**config.mk**
```make
export PLATFORM = sky130hd
export DESIGN_NAME = radio_fe_top
export DESIGN_NICKNAME = d
export VERILOG_FILES = /design/src/hdl/fe_sample_pkg.sv /design/src/hdl/fe_regmap_pkg.sv /design/src/hdl/fe_config_regs.sv /design/src/hdl/tx_frontend.sv /design/src/hdl/rx_frontend.sv /design/src/hdl/pps_sync.sv /design/src/hdl/radio_fe_top.sv
export VERILOG_INCLUDE_DIRS = /design/src /design/src/include
export SDC_FILE = /design/constraint.sdc
export NUM_CORES = 1
export LEC_CHECK = 0
export ABC_AREA = 1
export BUFFER_PORTS_ARGS = -buffer_cell sky130_fd_sc_hd__buf_2
export CORE_UTILIZATION = 50
export CTS_CLUSTER_DIAMETER = 30
export CTS_CLUSTER_SIZE = 40
export DETAILED_ROUTE_END_ITERATION = 16
export PLACE_DENSITY = 0.73
export SYNTH_ARGS = -nofsm -noshare
export SYNTH_HDL_FRONTEND = slang
export SYNTH_SLANG_ARGS = --single-unit
```
**constraint.sdc**
```tcl
create_clock -name radio_clk -period 6.55 [get_ports radio_clk]
set_input_delay 0.3275 -clock radio_clk [delete_from_list [all_inputs] [get_ports radio_clk]]
set_output_delay 0.3275 -clock radio_clk [all_outputs]
set_load 0.05 [all_outputs]
```
**src/include/fe_settings.svh**
```systemverilog
`ifndef FE_SETTINGS_SVH
`define FE_SETTINGS_SVH

// settings bus register base of each front end
`define FE_SR_TX_BASE     224
`define FE_SR_RX_BASE     232

// datapath and settings bus widths
`define FE_SAMPLE_W       16
`define FE_SR_ADDR_W      8
`define FE_SR_DATA_W      32

`define FE_NUM_RADIOS     2      // one channel per radio

// pps input handling
`define FE_SYNC_STAGES    2      // metastability flops
`define FE_PPS_TIMEOUT    1000   // short so the watchdog trips in sim
`define FE_PPS_CNT_W      11     // must hold FE_PPS_TIMEOUT

`endif

```
**src/hdl/fe_sample_pkg.sv**
```systemverilog
`include "fe_settings.svh"

package fe_sample_pkg;

   typedef logic signed [`FE_SAMPLE_W-1:0] sample_t;

   typedef struct packed {
      sample_t i;   // upper half of the word
      sample_t q;
   } iq_sample_t;

   typedef logic [`FE_PPS_CNT_W-1:0] pps_cnt_t;

   localparam sample_t SAMPLE_MAX = {1'b0, {(`FE_SAMPLE_W-1){1'b1}}};
   localparam sample_t SAMPLE_MIN = {1'b1, {(`FE_SAMPLE_W-1){1'b0}}};

   // signed add clamped to the sample range
   function automatic sample_t sat_add(input sample_t a, input sample_t b);
      logic signed [`FE_SAMPLE_W:0] sum;
      sum = {a[`FE_SAMPLE_W-1], a} + {b[`FE_SAMPLE_W-1], b};
      if (sum[`FE_SAMPLE_W] != sum[`FE_SAMPLE_W-1]) begin
         return sum[`FE_SAMPLE_W] ? SAMPLE_MIN : SAMPLE_MAX;   // overflowed
      end
      return sum[`FE_SAMPLE_W-1:0];
   endfunction

endpackage

```
**src/hdl/fe_regmap_pkg.sv**
```systemverilog
`include "fe_settings.svh"

package fe_regmap_pkg;

   import fe_sample_pkg::*;

   typedef logic [`FE_SR_ADDR_W-1:0] sr_addr_t;
   typedef logic [`FE_SR_DATA_W-1:0] sr_data_t;

   typedef struct packed {
      logic     stb;
      sr_addr_t addr;
      sr_data_t data;
   } fe_set_bus_t;

   typedef logic [1:0] tx_mux_t;
   typedef logic [1:0] rx_iq_map_t;

   localparam tx_mux_t    TX_MUX_NORMAL = 2'd0;
   localparam tx_mux_t    TX_MUX_SWAP   = 2'd1;
   localparam tx_mux_t    TX_MUX_I_ONLY = 2'd2;   // 3 behaves as normal

   localparam rx_iq_map_t RX_MAP_NORMAL = 2'd0;
   localparam rx_iq_map_t RX_MAP_SWAP   = 2'd1;
   localparam rx_iq_map_t RX_MAP_REAL   = 2'd2;
   localparam rx_iq_map_t RX_MAP_CONJ   = 2'd3;

   typedef struct packed {
      sample_t offset_i;
      sample_t offset_q;
      tx_mux_t mux;
   } tx_fe_cfg_t;

   typedef struct packed {
      sample_t    offset_i;
      sample_t    offset_q;
      rx_iq_map_t iq_map;
   } rx_fe_cfg_t;

endpackage

```
**src/hdl/fe_config_regs.sv**
```systemverilog
`timescale 1ns/10ps
`include "fe_settings.svh"

module fe_config_regs
   import fe_sample_pkg::*, fe_regmap_pkg::*;
(
   input  logic        radio_clk,
   input  logic        i_rst_n,
   input  fe_set_bus_t i_set,
   output tx_fe_cfg_t  o_tx_cfg,
   output rx_fe_cfg_t  o_rx_cfg
);

   ////////////////////////////////////////////////////////////
   // register addresses
   ////////////////////////////////////////////////////////////
   localparam sr_addr_t SR_TX_OFFSET_I = sr_addr_t'(`FE_SR_TX_BASE + 0);
   localparam sr_addr_t SR_TX_OFFSET_Q = sr_addr_t'(`FE_SR_TX_BASE + 1);
   localparam sr_addr_t SR_TX_MUX      = sr_addr_t'(`FE_SR_TX_BASE + 4);
   localparam sr_addr_t SR_RX_OFFSET_I = sr_addr_t'(`FE_SR_RX_BASE + 2);
   localparam sr_addr_t SR_RX_OFFSET_Q = sr_addr_t'(`FE_SR_RX_BASE + 3);
   localparam sr_addr_t SR_RX_IQ_MAP   = sr_addr_t'(`FE_SR_RX_BASE + 4);

   sample_t set_offset;   // offset field of the data word
   logic [1:0] set_mode;  // mode field of the data word

   assign set_offset = sample_t'(i_set.data[`FE_SAMPLE_W-1:0]);
   assign set_mode   = i_set.data[1:0];

   ////////////////////////////////////////////////////////////
   // decode and load
   ////////////////////////////////////////////////////////////
   always_ff @(posedge radio_clk or negedge i_rst_n) begin
      if (!i_rst_n) begin
         o_tx_cfg <= '0;   // zero config is pass-through
         o_rx_cfg <= '0;
      end else if (i_set.stb) begin
         case (i_set.addr)
            SR_TX_OFFSET_I: o_tx_cfg.offset_i <= set_offset;
            SR_TX_OFFSET_Q: o_tx_cfg.offset_q <= set_offset;
            SR_TX_MUX:      o_tx_cfg.mux      <= tx_mux_t'(set_mode);
            SR_RX_OFFSET_I: o_rx_cfg.offset_i <= set_offset;
            SR_RX_OFFSET_Q: o_rx_cfg.offset_q <= set_offset;
            SR_RX_IQ_MAP:   o_rx_cfg.iq_map   <= rx_iq_map_t'(set_mode);
            default: ;      // mag/phase, het and foreign addresses
         endcase
      end
   end

   // an unknown address would silently pick some register
   a_addr_known: assert property (
      @(posedge radio_clk) disable iff (!i_rst_n)
      i_set.stb |-> !$isunknown(i_set.addr)
   ) else $error("settings address has unknown bits while stb is high");

endmodule

```
**src/hdl/tx_frontend.sv**
```systemverilog
`timescale 1ns/10ps

module tx_frontend
   import fe_sample_pkg::*, fe_regmap_pkg::*;
(
   input  logic       radio_clk,
   input  logic       i_rst_n,
   input  tx_fe_cfg_t i_cfg,
   input  iq_sample_t i_tx,
   input  logic       i_tx_stb,
   output iq_sample_t o_dac,
   output logic       o_dac_stb
);

   iq_sample_t muxed;      // after i/q arrangement
   iq_sample_t corrected;  // after dc offset

   ////////////////////////////////////////////////////////////
   // i/q mux then saturating dc offset
   ////////////////////////////////////////////////////////////
   always_comb begin
      case (i_cfg.mux)
         TX_MUX_NORMAL: muxed = i_tx;
         TX_MUX_SWAP: begin
            muxed.i = i_tx.q;
            muxed.q = i_tx.i;
         end
         TX_MUX_I_ONLY: begin
            muxed.i = i_tx.i;
            muxed.q = '0;
         end
         default: muxed = i_tx;   // mode 3 acts as normal
      endcase
      corrected.i = sat_add(muxed.i, i_cfg.offset_i);
      corrected.q = sat_add(muxed.q, i_cfg.offset_q);
   end

   always_ff @(posedge radio_clk or negedge i_rst_n) begin
      if (!i_rst_n) begin
         o_dac_stb <= 1'b0;
      end else begin
         o_dac_stb <= i_tx_stb;   // one cycle behind the input
      end
   end

   always_ff @(posedge radio_clk) begin
      o_dac <= corrected;
   end

   // unknown bits on a strobed sample would reach the dac
   a_tx_known: assert property (
      @(posedge radio_clk) disable iff (!i_rst_n)
      i_tx_stb |-> !$isunknown(i_tx)
   ) else $error("i_tx has unknown bits while i_tx_stb is high");

endmodule

```
**src/hdl/rx_frontend.sv**
```systemverilog
`timescale 1ns/10ps

module rx_frontend
   import fe_sample_pkg::*, fe_regmap_pkg::*;
(
   input  logic       radio_clk,
   input  logic       i_rst_n,
   input  rx_fe_cfg_t i_cfg,
   input  iq_sample_t i_adc,
   input  logic       i_adc_stb,
   output iq_sample_t o_rx,
   output logic       o_rx_stb
);

   iq_sample_t mapped;     // after i/q mapping
   iq_sample_t corrected;  // after dc offset
   sample_t    q_neg;      // clamped negation of q

   assign q_neg = (i_adc.q == SAMPLE_MIN) ? SAMPLE_MAX : -i_adc.q;

   ////////////////////////////////////////////////////////////
   // i/q mapping then saturating dc offset
   ////////////////////////////////////////////////////////////
   always_comb begin
      mapped = i_adc;
      case (i_cfg.iq_map)
         RX_MAP_SWAP: begin
            mapped.i = i_adc.q;
            mapped.q = i_adc.i;
         end
         RX_MAP_REAL: mapped.q = '0;     // real mode drops q
         RX_MAP_CONJ: mapped.q = q_neg;  // conjugate
         default: ;                      // normal
      endcase
      corrected.i = sat_add(mapped.i, i_cfg.offset_i);
      corrected.q = sat_add(mapped.q, i_cfg.offset_q);
   end

   always_ff @(posedge radio_clk or negedge i_rst_n) begin
      if (!i_rst_n) begin
         o_rx_stb <= 1'b0;
      end else begin
         o_rx_stb <= i_adc_stb;
      end
   end

   always_ff @(posedge radio_clk) begin
      o_rx <= corrected;   // corrected sample
   end

   // unknown bits on a strobed sample would reach the receive chain
   a_adc_known: assert property (
      @(posedge radio_clk) disable iff (!i_rst_n)
      i_adc_stb |-> !$isunknown(i_adc)
   ) else $error("i_adc has unknown bits while i_adc_stb is high");

endmodule

```
**src/hdl/pps_sync.sv**
```systemverilog
`timescale 1ns/10ps
`include "fe_settings.svh"

module pps_sync
   import fe_sample_pkg::*;
(
   input  logic radio_clk,
   input  logic i_rst_n,
   input  logic i_pps,
   output logic o_pps_pulse,
   output logic o_pps_present
);

   localparam int       SYNC_STAGES  = `FE_SYNC_STAGES;
   localparam pps_cnt_t TIMEOUT_LAST = pps_cnt_t'(`FE_PPS_TIMEOUT - 1);

   logic [SYNC_STAGES-1:0] sync_q;   // i_pps enters at bit 0
   logic                   pps_prev;
   logic                   pps_rise;
   pps_cnt_t               idle_cnt; // cycles since the last edge

   assign pps_rise = sync_q[SYNC_STAGES-1] & ~pps_prev;

   always_ff @(posedge radio_clk or negedge i_rst_n) begin
      if (!i_rst_n) begin
         sync_q      <= '0;
         pps_prev    <= 1'b0;
         o_pps_pulse <= 1'b0;
      end else begin
         sync_q      <= {sync_q[SYNC_STAGES-2:0], i_pps};
         pps_prev    <= sync_q[SYNC_STAGES-1];
         o_pps_pulse <= pps_rise;
      end
   end

   ////////////////////////////////////////////////////////////
   // presence watchdog
   ////////////////////////////////////////////////////////////
   always_ff @(posedge radio_clk or negedge i_rst_n) begin
      if (!i_rst_n) begin
         idle_cnt      <= '0;
         o_pps_present <= 1'b0;
      end else if (pps_rise) begin
         idle_cnt      <= '0;     // restart on every edge
         o_pps_present <= 1'b1;   // rises together with the pulse
      end else if (o_pps_present) begin
         if (idle_cnt == TIMEOUT_LAST) begin
            o_pps_present <= 1'b0;
         end
         idle_cnt <= idle_cnt + 1'b1;
      end
   end

   // a held pps edge reaches the pulse output through the synchronizer
   a_pulse_latency: assert property (
      @(posedge radio_clk) disable iff (!i_rst_n)
      $rose(i_pps) |-> ##[2:4] o_pps_pulse
   ) else $error("no o_pps_pulse within 2 to 4 cycles of a rising i_pps");

endmodule

```
**src/hdl/radio_fe_top.sv**
```systemverilog
`timescale 1ns/10ps
`include "fe_settings.svh"

module radio_fe_top
   import fe_sample_pkg::*, fe_regmap_pkg::*;
(
   input  logic                                  radio_clk,
   input  logic                                  i_rst_n,

   // one settings bus per radio
   input  fe_set_bus_t [`FE_NUM_RADIOS-1:0] i_set,

   // transmit path
   input  iq_sample_t  [`FE_NUM_RADIOS-1:0] i_tx,
   input  logic        [`FE_NUM_RADIOS-1:0] i_tx_stb,
   output iq_sample_t  [`FE_NUM_RADIOS-1:0] o_dac,
   output logic        [`FE_NUM_RADIOS-1:0] o_dac_stb,

   // receive path
   input  iq_sample_t  [`FE_NUM_RADIOS-1:0] i_adc,
   input  logic        [`FE_NUM_RADIOS-1:0] i_adc_stb,
   output iq_sample_t  [`FE_NUM_RADIOS-1:0] o_rx,
   output logic        [`FE_NUM_RADIOS-1:0] o_rx_stb,

   // pps shared by both radios
   input  logic                                  i_pps,
   output logic                                  o_pps_pulse,
   output logic                                  o_pps_present
);

   tx_fe_cfg_t [`FE_NUM_RADIOS-1:0] tx_cfg;   // decoded per radio
   rx_fe_cfg_t [`FE_NUM_RADIOS-1:0] rx_cfg;

   ////////////////////////////////////////////////////////////
   // per-radio registers and front ends
   ////////////////////////////////////////////////////////////
   for (genvar r = 0; r < `FE_NUM_RADIOS; r++) begin : g_radio

      fe_config_regs u_regs (
         .radio_clk (radio_clk),
         .i_rst_n   (i_rst_n),
         .i_set     (i_set[r]),
         .o_tx_cfg  (tx_cfg[r]),
         .o_rx_cfg  (rx_cfg[r])
      );

      tx_frontend u_tx_fe (
         .radio_clk (radio_clk),
         .i_rst_n   (i_rst_n),
         .i_cfg     (tx_cfg[r]),
         .i_tx      (i_tx[r]),
         .i_tx_stb  (i_tx_stb[r]),
         .o_dac     (o_dac[r]),
         .o_dac_stb (o_dac_stb[r])
      );

      rx_frontend u_rx_fe (
         .radio_clk (radio_clk),
         .i_rst_n   (i_rst_n),
         .i_cfg     (rx_cfg[r]),
         .i_adc     (i_adc[r]),
         .i_adc_stb (i_adc_stb[r]),
         .o_rx      (o_rx[r]),
         .o_rx_stb  (o_rx_stb[r])
      );

   end

   ////////////////////////////////////////////////////////////
   // pps
   ////////////////////////////////////////////////////////////
   pps_sync u_pps_sync (
      .radio_clk     (radio_clk),
      .i_rst_n       (i_rst_n),
      .i_pps         (i_pps),       // asynchronous
      .o_pps_pulse   (o_pps_pulse),
      .o_pps_present (o_pps_present)
   );

endmodule

```
==> results.toml, run 1 <==
[grt]
grt-ovfl-total = 0
grt_max_degree = 81
grt_pass1_wl_um = 87900
gr-usage-all-layers_pct = 28.2
grt_pass1_vias = 17388
grt_antenna_before_repair = 0

[clock_network]
cts_root_buf = "clkbuf_16"
cts_buffers = 58
clock_path_buffers = 3
clk_pin_slew_worst_paths_ns = 0.06
cts_tree = "yes"
clkSinkCount = 284
cts_htree_levels = 2
ctsResizeCount = 0
post_cts_buffers = 0
cts_hold_buf = 6
clk_latency_ns = 0.61

[critical_path]
cp.arrival_ns = 4.62
cp-start-kind = "register"
cpMaxStageDelayCell = "nand2_1"
cp.required_ns = 7.06
crit_top_cell = "nand2_1"
path_cells = "inv_1, ha_1, clkinv_1, nand2_1, o22ai_1, ha_1, inv_1, fa_1, inv_1, nand2_1, nand2_1, nand3_1, nand2_2, nand2_1, nand3_1, nand4_2, nand2_1"
path_class = "register to register"
max_stage_delay_ns = 0.64
crit_buf_inv = 4
worst_setup_path_end_kind = "register"
cpLargestDelayFamily = "simple AND/OR/NAND/NOR gates"
crit_fanout = 32

[synth]
seq_area_frac_synth_pct = 33.3
ys_async_sr_fraction_pct = 54.9
synth_top_family_by_area = "simple AND/OR/NAND/NOR gates"
netlist.top_cell.by_area = "dfrtp_1"
synth-main-ff-cell = "dfrtp_1"
synth_top_area_share_pct = 20.1
synthTopCellsByCount = "nand2_1, inv_1, o21ai_0"
syn_inst = 2776
yosysUniqueCellTypes = 45
synth_xor_area_share_pct = 3.92
synth.most_common_cell = "nand2_1"
yosys-top-cells-area = "dfrtp_1, nand2_1, dfxtp_1, ha_1, inv_1"
syn_area_per_cell_um2 = 6.99
synth-edff-count = 0
synth_nets = 3136
synth_compound_area_share_pct = 13.2
synth.area.mux_share_pct = 0
ys_warn_count = 0
yosys_register_bits = 284
synthAdderAreaFrac_pct = 9.53
synthSimpleGateAreaFrac_pct = 30.6
netlist_area_um2 = 19400

[timing]
rsz0062_at_grt = "no"
tns_ns = 0
slew_headroom_pct = 24.1
slew_viol_final = 0
final.min_clock_period_ns = 4.11
period_share_pct = 62.7
hold_viol_final = 0
clock_skew_ns = 0.0300
tightestPinTransition_ns = 1.13
finalSetupViolations = 0
fmax_mhz = 243

[die]
rows = 71
die_area_um2 = 39600
start_util_pct = 51.2
ios = 351
die_w_um = 199
fp.dieH_um = 199
fp.coreArea_um2 = 37900

[route]
routedWlPerCell_um = 15.3
drt-total-wl_um = 56000
drc_errors = 0
dr_wl_met3_um = 3410
met2WireLength_um = 24800
vias_per_cell = 5.14
drtAntennaViolNets = 0
firstDrtPassIters = 7
top_layer = "met4"
drtIter0Drc = 1184
via_count = 18787
met1_length_um = 26100

[placed_design]
dp_hpwl_um = 43600
port_buffers = 318
gp_congestion = 0.944

[cells_and_area]
drive_above_1_share_pct = 18.6
n_fill_cell = 3553
final_util_pct = 61.5
finalNetCount = 3453
antenna_cells = 0
syn_to_final_growth_pct = 20.3

[outcome]
status = "finished clean"

[power_and_ir_drop]
p_per_area_nw_per_um2 = 307
leakage_uw = 0.0131
ir_drop_v = 0.000271

[job]
maxCapViolations = 0

[worst_hold_path]
hold_path.class = "input port to register"
-- cell families after synthesis --
kind of cell / count (synthesis)
buffers and inverters: 453
AO/OA/AOI/OAI: 468
AND/OR/NAND/NOR: 1341
XOR/XNOR: 87
flip-flops: 284
adder cells (fa/ha/maj): 143
-- area by class of cell --
cell class / count / area [um2] / area share [%]
Timing Repair Buffer: 325 / 1670 / 7.13
Inverter: 385 / 1450 / 6.19
Tap cell: 511 / 639 / 2.74
Multi-Input combinational cell: 2039 / 11100 / 47.6
Sequential cell: 284 / 6470 / 27.7
Clock inverter: 46 / 493 / 2.11
Clock buffer: 63 / 1520 / 6.52
-- metrics by stage --
step | power [uW] | std cells | hold slack (ns) | cell area [um2] | worst slack [ns]
2_1_floorplan | 3700 | 2776 | 0.0319 | 19400 | 3.61
3_3_place_gp | 4210 | 3538 | 0.336 | 21300 | 2.67
3_5_place_dp | 4230 | 3538 | 0.351 | 21300 | 2.58
4_1_cts | 7190 | 3653 | 0.0626 | 23300 | 2.53
5_1_grt | 7490 | 3653 | 0.0744 | 23300 | 2.13
6_report | 7160 | 3653 | 0.0731 | 23300 | 2.44
-- final timing paths --
kind	slack, ns	cells after the start	end	from
hold reg to reg	0.35	0	u_pps_sync.sync_q[1]	u_pps_sync.sync_q[0]
max in group asynchronous	4.64	3	u_pps_sync.idle_cnt[3]	i_rst_n
min in group asynchronous	0.31	2	g_radio[0].u_regs.o_rx_cfg[2]	i_rst_n
setup / recovery	2.44	17	g_radio[1].u_tx_fe.o_dac[18]	g_radio[1].u_regs.o_tx_cfg[0]
hold / removal	0.07	3	g_radio[1].u_regs.o_rx_cfg[21]	i_set[44]
setup reg to reg	2.44	17	g_radio[1].u_tx_fe.o_dac[18]	g_radio[1].u_regs.o_tx_cfg[0]
-- worst reg2reg max path: stages, from the launching register on --
cell	delay, ns
dfrtp_1	0.38
inv_1	0.06
ha_1	0.31
clkinv_1	0.29
nand2_1	0.65
o22ai_1	0.50
ha_1	0.24
inv_1	0.06
fa_1	0.38
inv_1	0.07
nand2_1	0.08
nand2_1	0.09
nand3_1	0.08
nand2_2	0.12
nand2_1	0.07
nand3_1	0.12
nand4_2	0.32
nand2_1	0.21
-- state kept, by name (all words and copies together) (netlist names), 2 cells and up --
signal / cells
g_radio.u_rx_fe.o_rx: 64
g_radio.u_rx_fe.o_rx_stb: 2
g_radio.u_tx_fe.o_dac_stb: 2
u_pps_sync.sync_q: 2
g_radio.u_regs.o_tx_cfg: 68
g_radio.u_regs.o_rx_cfg: 68
u_pps_sync.idle_cnt: 11
g_radio.u_tx_fe.o_dac: 64
-- power breakdown --
| part | leakage (uW) | internal (uW) | total [uW] | switching, uW |
|---|---|---|---|---|
| logic | 0.00892 | 560 | 2130 | 1570 |
| registers | 0.00321 | 1990 | 2100 | 101 |
| clock network | 0.000984 | 1820 | 2930 | 1110 |
| total | 0.0131 | 4380 | 7160 | 2780 |
-- cells in the final DEF, fill, tap and decap left out, types with 8 or more instances in the layout --
master,Yosys,final
o21ai_1,8,8
dfrtp_1,156,156
nand2_4,16,16
nand3_1,101,101
fa_1,8,8
nor3_2,12,12
buf_2,1,317
nand4_1,20,20
clkbuf_16,0,59
inv_6,0,13
o21bai_1,21,21
clkinv_4,0,9
a22oi_1,14,14
o21ai_0,223,223
nor3_1,25,25
inv_1,369,369
clkinv_8,0,9
nor2_1,164,164
inv_2,14,14
xnor2_1,26,26
and2_1,8,8
a21oi_1,123,123
nand2_1,862,862
xor2_1,61,61
nand3b_1,16,16
o22ai_1,64,64
dfxtp_1,128,128
nand3_2,10,10
nand2_2,77,77
ha_1,135,135
a21oi_2,10,10
-- layer usage --
| layer | vias up | GRT usage (%) |
|---|---|---|
| li1 | 9556 | - |
| met1 | 8501 | 38.8 |
| met2 | 606 | 44.5 |
| met3 | 124 | 4.32 |
| met4 | 0 | 10.5 |
| met5 | - | 0 |
(Power assumes the default switching activity.)
==> run 2: changes to the inputs <==
- ABC_AREA: 1 -> 0
- clock period: 6.55 -> 4.17 ns (I/O delays scaled with it)
==> results.toml, run 2 <==
[outcome]
status = "finished clean"

[die]
start_util_pct = 50.7
die_area_um2 = 37900
rows = 70
die_w_um = 195
fp.dieH_um = 195
ios = 351
fp.coreArea_um2 = 36600

[critical_path]
reg2reg_to = "g_radio[1].u_tx_fe.o_dac[4]"
crit_top_cell = "buf_4"
worstRegToRegCells = 18
cp.required_ns = 4.69
worst_setup_path_end_kind = "register"
cpMaxStageDelayCell = "fa_1"
cpLargestDelayFamily = "compound AO/OA/AOI/OAI gates"
rrSetupSlack_ns = 0.26
crit_fanout = 23
crit_buf_inv = 5
cp-start-kind = "register"
path_cells = "inv_1, ha_1, buf_4, nor2b_4, buf_4, a22o_1, ha_1, inv_1, fa_1, nor2b_1, o21ai_1, a21oi_1, o41ai_1, buf_4, nor2_1, o32a_1, nand2_2, a21oi_1"
path_class = "register to register"
crit_start = "g_radio[1].u_regs.o_tx_cfg[0]"
max_stage_delay_ns = 0.42
rr_startpoint = "g_radio[1].u_regs.o_tx_cfg[0]"
cp.arrival_ns = 4.43

[clock_network]
clkSinkCount = 284
cts_tree = "yes"
clk_pin_slew_worst_paths_ns = 0.05
cts_root_buf = "clkbuf_16"
clock_path_buffers = 3
cts_htree_levels = 2
cts_buffers = 60
clk_latency_ns = 0.60

[timing]
tightestPinTransition_ns = 0.990
period_share_pct = 93.7
hold_viol_final = 0
finalSetupViolations = 0
tns_ns = 0
clock_skew_ns = 0.0258
rsz0062_at_grt = "no"
final.min_clock_period_ns = 3.91
setup_ws_ns = 0.264
slew_viol_final = 0
fmax_mhz = 256
slew_headroom_pct = 34.0

[grt]
grt_max_degree = 99
grt-ovfl-total = 0
gr-usage-all-layers_pct = 29.2
grt_pass1_vias = 16022
grt_pass1_wl_um = 86600
grt_antenna_before_repair = 0

[placed_design]
port_buffers = 318
dp_hpwl_um = 43100
pre_cts_ws_ns = -0.0612
gp_congestion = 0.999
place_inst = 2706

[synth]
synth-main-ff-cell = "dfrtp_1"
yosysUniqueCellTypes = 96
syn_inst = 1946
ys_warn_count = 0
synthTopCellsByCount = "mux2_2, dfrtp_1, a21oi_1"
synth.most_common_cell = "mux2_2"
seq_area_frac_synth_pct = 34.8
synth_top_area_share_pct = 21.0
ys_async_sr_fraction_pct = 54.9
netlist.top_cell.by_area = "dfrtp_1"
yosys_register_bits = 284
synth_nets = 2306
synth-edff-count = 0
syn_area_per_cell_um2 = 9.54
netlist_area_um2 = 18600
yosys-top-cells-area = "dfrtp_1, dfxtp_1, mux2_2, ha_1, a21oi_1"

[power_and_ir_drop]
seq_power_share_pct = 28.8
p_per_area_nw_per_um2 = 491
p_int_uw = 7320
sw_frac_of_total_pct = 36.2
switchingPower_uw = 4150
combinationalPowerShare_pct = 29.5
leakage_uw = 0.0111
power_frac_clock_pct = 41.8
ir_drop_v = 0.000423

[worst_hold_path]
holdPathStages = 3
holdPathEnd = "g_radio[0].u_regs.o_tx_cfg[1]"
hp-start = "i_set[34]"
hold_path.class = "input port to register"

[route]
routedWlPerCell_um = 19.7
via_count = 16675
drt-total-wl_um = 56200
drtIter0Drc = 910
drc_errors = 0
vias_per_cell = 5.83
drtAntennaViolNets = 0
firstDrtPassIters = 5

[cells_and_area]
fin_cells = 2859
finalNetCount = 2698
layout_commonest_cell = "buf_2"
drive_above_1_share_pct = 29.6
reg_top3 = "g_radio.u_regs.o_rx_cfg (68), g_radio.u_regs.o_tx_cfg (68)"
mostFrequentLayoutCells = "buf_2, mux2_2, dfrtp_1"
syn_to_final_growth_pct = 25.8

[job]
maxCapViolations = 0
==> run 2: cell count changes after synthesis, sizes merged, moves of 63 or more <==
cell,delta
inv,-316
nand3,-77
a22o,+63
mux2,+162
o21ai,-103
nand2,-827
==> run 2: cell type report <==
cell class	count	area, um2
diodes	2	5.00
clock buffers	71	1640
clock inverters	42	447
fillers	3060	13200
inverters	68	255
multi-input cells	1506	11500
flip-flops and latches	284	6470
well taps	468	586
repair buffers	418	2450
==> run 2: cell families (layout without fill, tap and decap cells) <==
family	after synthesis	after routing	share of synthesized area, %
flops	284	284	34.8
compound gates	569	569	21.0
xor+xnor	123	123	5.84
buf+inv	156	599	3.37
simple gates	441	441	11.6
mux	186	186	11.1
fa+ha+maj	187	187	12.3
other cells	0	2	0
==> run 2: worst max-delay path by stage <==
| stage | endpoint | slack, ns | depth (start not counted) |
|---|---|---|---|
| final | g_radio[1].u_tx_fe.o_dac[4] | 0.26 | 18 |
| after global routing | g_radio[1].u_tx_fe.o_dac[8] | 0.008 | 15 |
| after CTS | g_radio[1].u_tx_fe.o_dac[26] | 0.05 | 15 |
| after detailed placement | g_radio[0].u_rx_fe.o_rx[6] | -0.06 | 17 |
| after global placement | g_radio[0].u_rx_fe.o_rx[11] | -0.04 | 16 |
| after floorplan | g_radio[1].u_rx_fe.o_rx[12] | 0.36 | 17 |
==> run 2: routing by layer <==
metal | vias to the layer above | routed length, um | global-route usage, %
met4 | 0 | 2000 | 12.2
met1 | 7978 | 24300 | 37.4
met3 | 115 | 2940 | 4.46
met2 | 595 | 27000 | 48.9
li1 | 7987 | - | -
met5 | - | 0 | 0
==> run 2: metrics by stage <==
stage / cell area, um2 / total power (uW) / util (%) / hold WS (ns)
CTS: 23300 / 11500 / 63.7 / 0.00801
global placement: 20900 / 6600 / 57.0 / 0.316
finish: 23400 / 11500 / 63.8 / 0.0405
detailed placement: 20900 / 6650 / 57.0 / 0.318
floorplan: 18600 / 5700 / - / -0.0871
global route: 23400 / 11900 / 63.8 / 0.0338
==> run 2: power groups by stage <==
stage	combinational, uW	sequential [uW]	clock (uW)
finish	3380	3300	4790
global route	3590	3330	5010
CTS	3360	3300	4860
detailed placement	3310	3340	0
global placement	3270	3330	0
floorplan	1310	4390	0
==> run 2: timing repair <==
action / in CTS / in global routing
hold buffers: 37 / 0
pin swaps: 0 / 1
endpoints found under the setup margin: 4 / 31
endpoints found under the hold margin: 217 / 0
setup buffers: 0 / 1
gates resized for setup: 2 / 6
==> run 2: worst min-delay path: cells and delay by family <==
family / cells / cell delay, ns
mux: 1 / 0.15
buf+inv: 1 / 0.13
simple gates: 1 / 0.10
